[src/include/dadda_defines.svh]
`ifndef DADDA_DEFINES_SVH
`define DADDA_DEFINES_SVH

// operand width, product is twice this
`define DADDA_WIDTH 16

// reduction stages for 16 -> 2
`define DADDA_STAGES 6

// bits per lookahead group in the final adder
`define CLA_GROUP 4

`endif

[src/hdl/mult_types_pkg.sv]
`include "dadda_defines.svh"

package mult_types_pkg;

    typedef logic [`DADDA_WIDTH-1:0] operand_t;

    typedef logic [2*`DADDA_WIDTH-1:0] product_t;

    // operand pair entering the multiplier
    typedef struct packed {
        operand_t a;
        operand_t b;
    } mult_req_t;

    typedef struct packed {
        product_t product;
    } mult_rsp_t;

endpackage

[src/hdl/dadda_tree_pkg.sv]
`include "dadda_defines.svh"

package dadda_tree_pkg;

    localparam int HEAP_COLS = 2 * `DADDA_WIDTH;
    localparam int HEAP_ROWS = `DADDA_WIDTH;

    // one column per product bit, occupied bits packed at the bottom
    typedef logic [HEAP_COLS-1:0][HEAP_ROWS-1:0] bit_heap_t;

    // column height left after each stage
    localparam int STAGE_TARGET [`DADDA_STAGES] = '{13, 9, 6, 4, 3, 2};

    function automatic int pp_height(input int col);
        return (col < HEAP_ROWS) ? col + 1 : HEAP_COLS - 1 - col;
    endfunction

    // height of a column entering a stage
    function automatic int col_height(input int stage, input int col);
        int h [HEAP_COLS];
        int cin;
        int e;
        for (int c = 0; c < HEAP_COLS; c++) begin
            h[c] = pp_height(c);
        end
        for (int s = 0; s < stage; s++) begin
            cin = 0;
            for (int c = 0; c < HEAP_COLS; c++) begin
                e = h[c] + cin - STAGE_TARGET[s];
                if (e < 0) begin
                    e = 0;
                end
                h[c] = h[c] + cin - e;
                cin = (e + 1) / 2;
            end
        end
        return h[col];
    endfunction

    // bits to remove from a column, counting carries from below
    function automatic int col_excess(input int stage, input int col);
        int cin;
        int e;
        cin = 0;
        e = 0;
        for (int c = 0; c <= col; c++) begin
            e = col_height(stage, c) + cin - STAGE_TARGET[stage];
            if (e < 0) begin
                e = 0;
            end
            cin = (e + 1) / 2;
        end
        return e;
    endfunction

    function automatic int carry_in(input int stage, input int col);
        return (col == 0) ? 0 : (col_excess(stage, col - 1) + 1) / 2;
    endfunction

endpackage

[src/hdl/partial_products.sv]
`timescale 1ns/100ps
`include "dadda_defines.svh"

module partial_products (
    input  mult_types_pkg::operand_t  a,
    input  mult_types_pkg::operand_t  b,
    output dadda_tree_pkg::bit_heap_t heap
);

    // bit a[i]&b[j] lands in column i+j
    // lower half fills by i, upper half by distance from the top row
    always_comb begin
        heap = '0;
        for (int i = 0; i < `DADDA_WIDTH; i++) begin
            for (int j = 0; j < `DADDA_WIDTH; j++) begin
                heap[i + j][(i + j < `DADDA_WIDTH) ? i : `DADDA_WIDTH - 1 - j] = a[i] & b[j];
            end
        end
    end

endmodule

[src/hdl/dadda_stage.sv]
`timescale 1ns/100ps

module dadda_stage #(
    parameter int STAGE = 0
) (
    input  dadda_tree_pkg::bit_heap_t heap_in,
    output dadda_tree_pkg::bit_heap_t heap_out
);

    localparam int COLS = dadda_tree_pkg::HEAP_COLS;
    localparam int ROWS = dadda_tree_pkg::HEAP_ROWS;

    // carry[c] holds the carries arriving at column c
    logic [COLS-1:0][ROWS-1:0] carry;

    assign carry[0] = '0;

    for (genvar c = 0; c < COLS; c++) begin : g_col
        localparam int H_IN   = dadda_tree_pkg::col_height(STAGE, c);
        localparam int EXCESS = dadda_tree_pkg::col_excess(STAGE, c);
        localparam int N_FA   = EXCESS / 2;
        localparam int N_HA   = EXCESS % 2;
        localparam int N_RED  = N_FA + N_HA;
        localparam int USED   = 3 * N_FA + 2 * N_HA;
        localparam int N_PASS = H_IN - USED;
        localparam int CIN    = dadda_tree_pkg::carry_in(STAGE, c);

        logic [ROWS-1:0] col_out;

        // sums first, then untouched bits, then carries from below
        always_comb begin
            col_out = '0;
            for (int k = 0; k < N_FA; k++) begin
                col_out[k] = heap_in[c][3*k] ^ heap_in[c][3*k+1] ^ heap_in[c][3*k+2];
            end
            for (int k = 0; k < N_HA; k++) begin
                col_out[N_FA + k] = heap_in[c][3*N_FA] ^ heap_in[c][3*N_FA+1];
            end
            for (int k = 0; k < N_PASS; k++) begin
                col_out[N_RED + k] = heap_in[c][USED + k];
            end
            for (int k = 0; k < CIN; k++) begin
                col_out[N_RED + N_PASS + k] = carry[c][k];
            end
        end

        assign heap_out[c] = col_out;

        // top column never carries, the product fits
        if (c < COLS - 1) begin : g_cout
            logic [ROWS-1:0] col_cout;

            always_comb begin
                col_cout = '0;
                for (int k = 0; k < N_FA; k++) begin
                    col_cout[k] = (heap_in[c][3*k] & heap_in[c][3*k+1])
                                | (heap_in[c][3*k+1] & heap_in[c][3*k+2])
                                | (heap_in[c][3*k+2] & heap_in[c][3*k]);
                end
                for (int k = 0; k < N_HA; k++) begin
                    col_cout[N_FA + k] = heap_in[c][3*N_FA] & heap_in[c][3*N_FA+1];
                end
            end

            assign carry[c+1] = col_cout;
        end
    end

endmodule

[src/hdl/dadda_tree.sv]
`timescale 1ns/100ps
`include "dadda_defines.svh"

module dadda_tree (
    input  dadda_tree_pkg::bit_heap_t heap,
    output mult_types_pkg::product_t  row_sum,
    output mult_types_pkg::product_t  row_carry
);

    // heap between stages, index 0 is the raw AND array
    dadda_tree_pkg::bit_heap_t stage_heap [`DADDA_STAGES+1];

    assign stage_heap[0] = heap;

    // 16 -> 13 -> 9 -> 6 -> 4 -> 3 -> 2
    for (genvar s = 0; s < `DADDA_STAGES; s++) begin : g_stage
        dadda_stage #(
            .STAGE (s)
        ) u_stage (
            .heap_in  (stage_heap[s]),
            .heap_out (stage_heap[s+1])
        );
    end

    // at most two bits left per column
    always_comb begin
        for (int c = 0; c < dadda_tree_pkg::HEAP_COLS; c++) begin
            row_sum[c]   = stage_heap[`DADDA_STAGES][c][0];
            row_carry[c] = stage_heap[`DADDA_STAGES][c][1];
        end
    end

endmodule

[src/hdl/cla_adder.sv]
`timescale 1ns/100ps
`include "dadda_defines.svh"

module cla_adder (
    input  mult_types_pkg::product_t x,
    input  mult_types_pkg::product_t y,
    output mult_types_pkg::product_t sum,
    output logic                     cout
);

    localparam int W    = 2 * `DADDA_WIDTH;
    localparam int G    = `CLA_GROUP;
    localparam int NGRP = W / G;

    logic [W-1:0]    g;
    logic [W-1:0]    p;
    logic [W-1:0]    c;
    logic [NGRP-1:0] grp_g;
    logic [NGRP-1:0] grp_p;
    logic [NGRP:0]   grp_c;

    // flat carry into position n from generate/propagate and cin
    function automatic logic look_carry(input logic [NGRP-1:0] gen, input logic [NGRP-1:0] prop,
                                        input logic cin, input int n);
        logic cy;
        logic term;
        cy = cin;
        for (int k = 0; k < n; k++) begin
            cy = cy & prop[k];
        end
        for (int m = 0; m < n; m++) begin
            term = gen[m];
            for (int k = m + 1; k < n; k++) begin
                term = term & prop[k];
            end
            cy = cy | term;
        end
        return cy;
    endfunction

    assign g = x & y;
    assign p = x ^ y;

    always_comb begin
        for (int k = 0; k < NGRP; k++) begin
            grp_g[k] = look_carry(NGRP'(g[k*G +: G]), NGRP'(p[k*G +: G]), 1'b0, G);
            grp_p[k] = &p[k*G +: G];
        end
    end

    // second level, group carries
    always_comb begin
        grp_c[0] = 1'b0;
        for (int k = 0; k < NGRP; k++) begin
            grp_c[k+1] = look_carry(grp_g, grp_p, grp_c[0], k + 1);
        end
    end

    always_comb begin
        for (int k = 0; k < NGRP; k++) begin
            for (int j = 0; j < G; j++) begin
                c[k*G + j] = look_carry(NGRP'(g[k*G +: G]), NGRP'(p[k*G +: G]), grp_c[k], j);
            end
        end
    end

    assign sum  = p ^ c;
    assign cout = grp_c[NGRP];

endmodule

[src/hdl/dadda_mult.sv]
`timescale 1ns/100ps

module dadda_mult (
    input  logic                      clk,
    input  logic                      rst,
    input  logic                      in_valid,
    input  mult_types_pkg::mult_req_t req,
    output logic                      out_valid,
    output mult_types_pkg::mult_rsp_t rsp
);

    mult_types_pkg::mult_req_t req_q;
    logic                      stage_valid;
    dadda_tree_pkg::bit_heap_t heap;
    mult_types_pkg::product_t  row_sum;
    mult_types_pkg::product_t  row_carry;
    mult_types_pkg::product_t  product;
    logic                      carry_out;

    always_ff @(posedge clk) begin
        if (rst) begin
            stage_valid <= 1'b0;
            out_valid   <= 1'b0;
        end else begin
            stage_valid <= in_valid;
            out_valid   <= stage_valid;
        end
    end

    always_ff @(posedge clk) begin
        if (in_valid) begin
            req_q <= req;
        end
    end

    partial_products u_pp (
        .a    (req_q.a),
        .b    (req_q.b),
        .heap (heap)
    );

    dadda_tree u_tree (
        .heap      (heap),
        .row_sum   (row_sum),
        .row_carry (row_carry)
    );

    cla_adder u_cla (
        .x    (row_sum),
        .y    (row_carry),
        .sum  (product),
        .cout (carry_out)
    );

    // rsp holds while no result is due
    always_ff @(posedge clk) begin
        if (stage_valid) begin
            rsp.product <= product;
        end
    end

    a_idle_after_rst: assert property (@(posedge clk) rst |=> !out_valid)
        else $error("out_valid high in the cycle after reset");

    a_latency: assert property (@(posedge clk)
        !$past(rst) && !$past(rst, 2) |-> out_valid == $past(in_valid, 2))
        else $error("out_valid is not in_valid delayed by two cycles");

    // tree plus adder must fit 32 bits
    a_no_overflow: assert property (@(posedge clk) disable iff (rst) stage_valid |-> !carry_out)
        else $error("final adder carried out of the product");

endmodule

[config.mk]
export PLATFORM = sky130hd
export DESIGN_NAME = dadda_mult
export DESIGN_NICKNAME = d
export VERILOG_FILES = /design/src/hdl/mult_types_pkg.sv /design/src/hdl/dadda_tree_pkg.sv /design/src/hdl/partial_products.sv /design/src/hdl/dadda_stage.sv /design/src/hdl/dadda_tree.sv /design/src/hdl/cla_adder.sv /design/src/hdl/dadda_mult.sv
export VERILOG_INCLUDE_DIRS = /design/src /design/src/include
export SDC_FILE = /design/constraint.sdc
export NUM_CORES = 1
export LEC_CHECK = 0
export ABC_AREA = 1
export BUFFER_PORTS_ARGS = -buffer_cell sky130_fd_sc_hd__buf_4
export CAP_MARGIN = 20
export CORE_UTILIZATION = 40
export DETAILED_ROUTE_END_ITERATION = 6
export SYNTH_ARGS = -nofsm -noshare
export SYNTH_HDL_FRONTEND = slang
export SYNTH_SLANG_ARGS = --single-unit
[constraint.sdc]
create_clock -name clk -period 13.85 [get_ports clk]
set_clock_uncertainty 0.1 [all_clocks]
set_input_delay 2.77 -clock clk [delete_from_list [all_inputs] [get_ports clk]]
set_output_delay 2.77 -clock clk [all_outputs]
set_load 0.02 [all_outputs]
Word-level counts from Yosys, hierarchy flattened --
Index checks and enable logic that the tools add are counted. W data, S select, Z words.
Operators by class: bitwise logic cells 1828, add/subtract/negate cells 0, order comparisons 0, muxes and demuxes 0, reduce and logical (&&, ||, !) cells 6, eq/ne operators 0, shift-type cells 0, div/mod/pow operators 0, multiply operators 0
Operators by type and width (number):
- $and A1 B1 Y1 | 943
- $or A1 B1 Y1 | 477
- $xor A1 B1 Y1 | 405
- $xor A32 B32 Y32 | 1
- $and A31 B31 Y31 | 1
- $xor A31 B31 Y31 | 1
- $reduce_and A4 Y1 | 6
Word-level totals: logic and storage cells 1839, output and inout bits 33, memories 0, RAM bits 0, bits of input ports 35, bits in read-only memories 0, bits in registers 66, latch bits 0

Logic depth before layout (Yosys ltp) --
Gate-level depths: netlist (run 1).
depth after elaboration 43, depth in mapped cells 32, mapped depth without buffers 30

Modules after synthesis --
A second synthesis (run 1) with hierarchy kept.
Unflattened totals: cells, all modules 3940, area, all modules 31888.1 um^2
Modules (own cells, without submodules):
- partial_products | times used 1, seq. area each 0.0 um^2, area each 4526.8 um^2, cells an instance 833
- dadda_stage (u_tree.g_stage[2].u_stage) | times used 1, seq. area each 0.0 um^2, area each 4095.2 um^2, cells an instance 459
- dadda_stage (u_tree.g_stage[3].u_stage) | times used 1, seq. area each 0.0 um^2, area each 4062.6 um^2, cells an instance 467
- dadda_stage (u_tree.g_stage[1].u_stage) | times used 1, seq. area each 0.0 um^2, area each 4037.6 um^2, cells an instance 469
- dadda_stage (u_tree.g_stage[5].u_stage) | times used 1, seq. area each 0.0 um^2, area each 3980.1 um^2, cells an instance 485
- dadda_stage (u_tree.g_stage[4].u_stage) | times used 1, seq. area each 0.0 um^2, area each 3970.1 um^2, cells an instance 487
- dadda_stage (u_tree.g_stage[0].u_stage) | times used 1, seq. area each 0.0 um^2, area each 3877.5 um^2, cells an instance 501
- dadda_mult | times used 1, seq. area each 1961.9 um^2, area each 1976.9 um^2, cells an instance 70
- cla_adder | times used 1, seq. area each 0.0 um^2, area each 1361.3 um^2, cells an instance 169

Least setup slack after synthesis (run 1) --
Ideal clock, no wire load.
kind register to register, start register req_q[17] (netlist name), end register rsp[31] (netlist name), data pin, setup slack 7.709 ns, data required time 13.496 ns, period minus slack after synthesis 6.141 ns, arrival time 5.787 ns, path buffers 2, stages on the path, launching flop included 32, library setup time 0.254 ns, cells stage by stage edfxtp_1 > clkbuf_1 > clkbuf_1 > nand2_1 > inv_1 > fa_1 > inv_1 > fa_1 > inv_1 > fa_1 > inv_1 > fa_1 > inv_1 > fa_1 > inv_1 > fa_1 > inv_1 > ha_1 > nand2_1 > inv_2 > nand3_2 > inv_2 > nand3_1 > nor2_2 > nand3_1 > nand3_1 > nor2_1 > nand4_1 > ha_1 > o21ai_0 > nand2_1 > a21o_1
On the way: cells in the longest elaborated chain, start to end 35, elaborated cells between the ends (all ways) 734, those cells by class bitwise: 729; reduce/logical: 5
RTL lines:
- start, declared | RTL line dadda_mult.sv:12 | mult_types_pkg::mult_req_t req_q;
- start signal, assigned | RTL line dadda_mult.sv:32 | req_q <= req;
- $and A1 B1 Y1 | RTL line partial_products.sv:16 | heap[i + j][(i + j < `DADDA_WIDTH) ? i : `DADDA_WIDTH - 1 - j] = a[i] & b[j];
- $xor A1 B1 Y1, or another cell as far along (2 in a row) | RTL line dadda_stage.sv:34 | col_out[k] = heap_in[c][3*k] ^ heap_in[c][3*k+1] ^ heap_in[c][3*k+2];
- $and A1 B1 Y1, or another cell as far along | RTL line dadda_stage.sv:56 | col_cout[k] = (heap_in[c][3*k] & heap_in[c][3*k+1])
- $or A1 B1 Y1, or another cell as far along | RTL line dadda_stage.sv:57 | | (heap_in[c][3*k+1] & heap_in[c][3*k+2])
- $or A1 B1 Y1, or another cell as far along | RTL line dadda_stage.sv:58 | | (heap_in[c][3*k+2] & heap_in[c][3*k]);
- $and A1 B1 Y1, or another cell as far along | RTL line dadda_stage.sv:57
- $or A1 B1 Y1, or another cell as far along | RTL line dadda_stage.sv:57
- $or A1 B1 Y1, or another cell as far along | RTL line dadda_stage.sv:58
- [... 10 more ...]
- $and A1 B1 Y1 / $or A1 B1 Y1 (equally long branches) (3 in a row) | RTL line cla_adder.sv:34, cla_adder.sv:36
- $or A1 B1 Y1 / $and A1 B1 Y1 (equally long branches) (3 in a row) | RTL line cla_adder.sv:36, cla_adder.sv:34
- $or A1 B1 Y1 | RTL line cla_adder.sv:36 | cy = cy | term;
- $or A1 B1 Y1 * (2 in a row) | RTL line cla_adder.sv:36
- $and A1 B1 Y1 * (3 in a row) | RTL line cla_adder.sv:29 | cy = cy & prop[k];
- $or A1 B1 Y1 * (3 in a row) | RTL line cla_adder.sv:36
- $xor A32 B32 Y32 * | RTL line cla_adder.sv:67 | assign sum = p ^ c;
- via product[31] | RTL line dadda_mult.sv:17 | mult_types_pkg::product_t product;
- end, declared | RTL line dadda_mult.sv:9 | output mult_types_pkg::mult_rsp_t rsp
The timed path passes the listed nets; every way through them passes the cells marked *. A chain may end at the register's enable or synchronous reset.

Worst setup path in the final report (run 1) --
start register req_q[16] (netlist name), end register rsp[30] (netlist name), data pin
On the way: cells in the longest elaborated chain, start to end 33, elaborated cells between the ends (all ways) 666, those cells by class bitwise: 661; reduce/logical: 5
RTL lines (RTL line):
- $and A1 B1 Y1 | partial_products.sv:16
- $xor A1 B1 Y1, or another cell as far along (2 in a row) | dadda_stage.sv:34
- $and A1 B1 Y1, or another cell as far along | dadda_stage.sv:56
- $or A1 B1 Y1, or another cell as far along | dadda_stage.sv:57
- $or A1 B1 Y1, or another cell as far along | dadda_stage.sv:58
- $and A1 B1 Y1, or another cell as far along | dadda_stage.sv:57
- $or A1 B1 Y1, or another cell as far along | dadda_stage.sv:57
- $or A1 B1 Y1, or another cell as far along | dadda_stage.sv:58
- [... 10 more ...]
- $and A1 B1 Y1 / $or A1 B1 Y1 (equally long branches) (3 in a row) | cla_adder.sv:34, cla_adder.sv:36
- $or A1 B1 Y1 / $and A1 B1 Y1 (equally long branches) (3 in a row) | cla_adder.sv:36, cla_adder.sv:34
- $or A1 B1 Y1 | cla_adder.sv:36
- $or A1 B1 Y1 * (2 in a row) | cla_adder.sv:36
- $and A1 B1 Y1 * (2 in a row) | cla_adder.sv:29
- $or A1 B1 Y1 * (2 in a row) | cla_adder.sv:36
- $xor A32 B32 Y32 * | cla_adder.sv:67
- via product[30] | dadda_mult.sv:17
Marks and branches as above.

==> flow_summary.ini, run 1 <==
[timing]
fin_ws_ns = 7.19
finalCritPeriodShare = 0.481
max_freq_mhz = 150
tns_ns = 0
tightestPinTransition_ns = 0.917
hold_viol_final = 0
rsz0062_at_grt = no
slew_violations = 0
min_period_ns = 6.66
max_slew_margin = 0.389
finalSetupViolCount = 0

[logic_synthesis]
netlist.area_leader.share = 0.404
ys_warn_count = 0
syn_inst = 1142
yosysSeqAreaShare = 0.195
ys_types = 28
async_reset_ff_frac = 0
syn_nets = 1433
synth.largest_area_cell = fa_1
ys_top_cells_by_count = 376 x inv_1, 295 x nand2_1, 203 x fa_1, 64 x clkbuf_1, 64 x edfxtp_1
synth_seq_cells = 66
yosysMostFrequentCell = inv_1
syn_avg_cell_area_um2 = 8.81
ys.flop_type = edfxtp_1
synth_edf_count = 64
yosys-top-cells-area = fa_1 40%, edfxtp_1 19%, inv_1 14%
synth_area_um2 = 10100

[global_routing]
grt_use_total = 0.192
grt_pass1_wl_um = 37500
antenna_found_initial = 0
grt_max_degree = 34
grt_pass1_vias = 7114
gr-total-overflow = 0

[worst_setup_path]
r2r-start = req_q[16]$_DFFE_PP_
required_ns = 13.85
worstSetupStartpoint = req_q[16]$_DFFE_PP_
crit_path_start_kind = flip-flop
end_kind = flip-flop
worst-path-max-fanout = 16
crit_type = flip-flop to flip-flop
cp_data_arrival_time_ns = 6.67
rr_worst_depth = 27

[die]
die_x_um = 161
die_area_um2 = 25800
rows = 57
io_pins = 68
start_util = 0.411
core_area_um2 = 24500
dieHeight_um = 161

[clock_network]
numCtsBuffers = 9
cts_tree = done
cts_buffer_depth = 2
cts_root_buf = clkbuf_16
clk-insertion-delay-late_ns = 0.36
clock_sinks = 66
clkTransAtPathRegs_ns = 0.06
post_cts_buffers = 0
hold_buffers = 0
cts_resized = 0
htree_levels = 3

[layout]
diodes = 0
final_util = 0.452
final_area_um2 = 11100
layout-drive-gt1-share = 0.0964
n_fill_cell = 2340
synthToLayoutAreaGrowth_pct = 10.0
fin_nets = 1448

[drt]
first_iter_violations = 376
vias_per_cell = 4.54
drt_drc_violations_left = 0
first_pass_iters = 5
antenna_left = 0
wirelength_um = 22400
vias = 6746
wl_per_cell_um = 15.1

[placed_design]
io_buffer_count = 67
place_ws_ns = 7.16
place_congestion = 0.815
dpl_cell_area_um2 = 10700
hpwl_um = 17500

[hold_path]
worstHoldStart = stage_valid$_SDFF_PP0_
hold_class = flip-flop to flip-flop
whs_path_depth = 2

[status]
outcome = completed

[flow_run]
timing.max_cap.violations = 0
[kinds of logic (layout without fill, tap and decap cells)]
| family | count (synthesis) | count (layout) | synth area share |
|---|---|---|---|
| xor+xnor | 21 | 21 | 0.0183 |
| flops | 66 | 66 | 0.195 |
| buf+inv | 443 | 463 | 0.165 |
| simple gates | 341 | 341 | 0.141 |
| compound gates | 15 | 15 | 0.0105 |
| fa+ha+maj | 256 | 256 | 0.470 |
[through the flow]
stage,hold WS [ns],cells
5_1_grt,0.826,1486
3_5_place_dp,0.768,1470
6_report,0.721,1486
4_1_cts,0.775,1486
2_1_floorplan,0.602,1142
3_3_place_gp,0.749,1470
[sequential cells by signal, indices dropped and copies added (netlist names)]
| name | cells |
|---|---|
| rsp | 32 |
| out_valid | 1 |
| stage_valid | 1 |
| req_q | 32 |
[worst max-delay path, stage by stage (launching register included)]
cell and delay, ns:
edfxtp_1 0.61, nand2_1 0.15, inv_1 0.06, fa_1 0.53, inv_1 0.06, fa_1 0.55
inv_1 0.07, fa_1 0.53, inv_1 0.05, fa_1 0.52, inv_1 0.05, fa_1 0.52
inv_1 0.05, fa_1 0.52, inv_1 0.04, ha_1 0.33, nand2_1 0.09, inv_2 0.05
a21oi_2 0.16, nand2_1 0.07, nand3_1 0.10, nor3_1 0.06, nor2_1 0.10, nand4_1 0.29
ha_1 0.33, o21ai_0 0.15, nand2_1 0.10, xor2_1 0.16
[final timing paths]
kind                     endpoint  slack [ns]
min reg2reg  out_valid$_SDFF_PP0_        0.72
max             rsp[30]$_DFFE_PP_        7.19
max reg2reg     rsp[30]$_DFFE_PP_        7.19
min          out_valid$_SDFF_PP0_        0.72
[cell type report]
cell class	instances	area (um^2)	area share
clock buffers	9	225	0.0204
well taps	324	405	0.0366
clock inverters	7	105	0.00950
inverters	379	1420	0.129
flip-flops and latches	66	1960	0.177
multi-input cells	633	6430	0.581
repair buffers	68	510	0.0461
[routing by layer]
layer  vias to the layer above  wire length, um  GRT usage  part of all wire
met1                      3331             9780      0.257              0.44
li1                       3174                -          -                 -
met5                         -                0          0                 0
met2                       217            10600      0.316              0.47
met4                         0              362     0.0498             0.016
met3                        24             1720     0.0405             0.077
[layout by cell type, fill, tap and decap left out, types with 2 or more instances in the layout]
cell type    n
fa_1       203
bufinv_16    2
nor2_2       4
inv_2        3
ha_1        53
nand4_1      3
inv_1      376
xnor2_1      7
nor2_4       2
nand3_1     11
a21oi_1      9
nor2_1      10
inv_6        3
edfxtp_1    64
xor2_1      14
buf_4       68
nand2_2      7
clkbuf_16    9
nand2_1    295
nand3_2      5
Power of run 1 is not shown: default switching activity piles up to over one toggle a cycle in this logic, so the estimate is an artifact.
==> inputs of run 2 (changes only) <==
clock period = 6.2 ns   (was 13.85 ns; I/O delays follow)
==> flow_summary.ini, run 2 (synthesized netlist as in run 1, its figures left out) <==
[clock_network]
cts_root_buf = clkbuf_16
cts_buffer_depth = 2
htree_levels = 3
numCtsBuffers = 9
hold_buffers = 0
cts_tree = done
clkTransAtPathRegs_ns = 0.07
clk-insertion-delay-late_ns = 0.36
clock_sinks = 66

[placed_design]
placed_cells = 1536
dpl_cell_area_um2 = 11300
place_congestion = 0.863
hpwl_um = 19000
io_buffer_count = 67

[timing]
tightestPinTransition_ns = 0.930
min_period_ns = 5.98
finalSetupViolCount = 0
worst_hold_slack_ns = 0.728
finalCritPeriodShare = 0.964
max_slew_margin = 0.380
hold_viol_final = 0
slew_violations = 0
max_freq_mhz = 167

[layout]
diodes = 0
final_area_um2 = 11900
final_util = 0.487
n_fill_cell = 2290
synthToLayoutAreaGrowth_pct = 18.4
top_regs = req_q (32), rsp (32)
final_common_cell = inv_1
layout-drive-gt1-share = 0.174
fin_cells = 1566
fin_nets = 1528
final_cell_mix = 371 x inv_1, 289 x nand2_1, 200 x fa_1

[status]
outcome = completed

[die]
dieHeight_um = 161
io_pins = 68
die_area_um2 = 25800
rows = 57
core_area_um2 = 24500
die_x_um = 161
start_util = 0.411

[worst_setup_path]
required_ns = 6.21
crit_path_start_kind = flip-flop
cp_data_arrival_time_ns = 5.99
worst-path-max-fanout = 7
end_kind = flip-flop
rr_worst_depth = 25
crit_type = flip-flop to flip-flop

[drt]
vias = 7082
antenna_left = 0
first_pass_iters = 5
wl_per_cell_um = 15.4
wirelength_um = 24100
vias_per_cell = 4.52
drt_drc_violations_left = 0
first_iter_violations = 368

[global_routing]
grt_max_degree = 34
grt_pass1_vias = 7575
grt_pass1_wl_um = 39300
antenna_found_initial = 1
grt_use_total = 0.202
gr-total-overflow = 0

[flow_run]
timing.max_cap.violations = 0

[hold_path]
whs_path_depth = 2
hold_class = flip-flop to flip-flop
==> run 2: changes by cell type in the layout (fill, tap and decap cells not counted), sizes merged <==
cell,previous run,this run
clkinv,0,1
clkinvlp,1,0
buf,68,148
==> run 2: worst max-delay path, cell delays in order, from the launching register on <==
cell	delay, ns
edfxtp_1	0.53
nand2_1	0.13
inv_1	0.05
fa_1	0.48
inv_1	0.06
fa_1	0.55
inv_2	0.05
fa_2	0.54
inv_1	0.05
fa_2	0.53
fa_1	0.44
fa_1	0.54
inv_1	0.06
ha_4	0.24
a21oi_4	0.15
nor2_1	0.05
nor2_1	0.15
nand2_1	0.10
nand2_1	0.07
nand4_1	0.12
buf_4	0.20
ha_4	0.15
nand2_1	0.07
nand2_2	0.08
buf_6	0.13
xor2_1	0.13
==> run 2: layout make-up <==
class                           instances  area [um^2]  share of cell area
Clock buffer                            9          225              0.0189
Clock inverter                          7          105             0.00883
Inverter                              379         1430               0.120
Multi-Input combinational cell        633         6570               0.551
Sequential cell                        66         1960               0.165
Tap cell                              324          405              0.0340
Timing Repair Buffer                  148         1220               0.102
==> run 2: worst paths after layout <==
path | endpoint | from | slack [ns]
setup / recovery | rsp[26]$_DFFE_PP_ | req_q[20]$_DFFE_PP_ | 0.22
hold / removal | out_valid$_SDFF_PP0_ | stage_valid$_SDFF_PP0_ | 0.73
setup reg to reg | rsp[26]$_DFFE_PP_ | req_q[20]$_DFFE_PP_ | 0.22
hold reg to reg | out_valid$_SDFF_PP0_ | stage_valid$_SDFF_PP0_ | 0.73
==> run 2: through the flow <==
| step | setup TNS, ns | setup WS [ns] |
|---|---|---|
| 6_report | 0 | 0.224 |
| 2_1_floorplan | 0 | 0.0588 |
| 3_5_place_dp | -0.0301 | -0.0162 |
| 5_1_grt | -0.0313 | -0.0240 |
| 3_3_place_gp | 0 | 0.102 |
| 4_1_cts | 0 | 0.0202 |
==> run 2: timing repair <==
action / CTS / global route
resized for setup: 3 / 32
setup endpoints to repair: 3 / 13
pin swaps: 0 / 31
buffers inserted: 0 / 15
==> run 2: layer usage <==
layer / vias up / part of all wire / global-route usage
met5: - / 0.00054 / 0
met4: 2 / 0.016 / 0.0610
met3: 27 / 0.066 / 0.0467
met2: 171 / 0.48 / 0.337
met1: 3548 / 0.43 / 0.260
li1: 3334 / - / -
Power of run 2 is left out for the same reason.
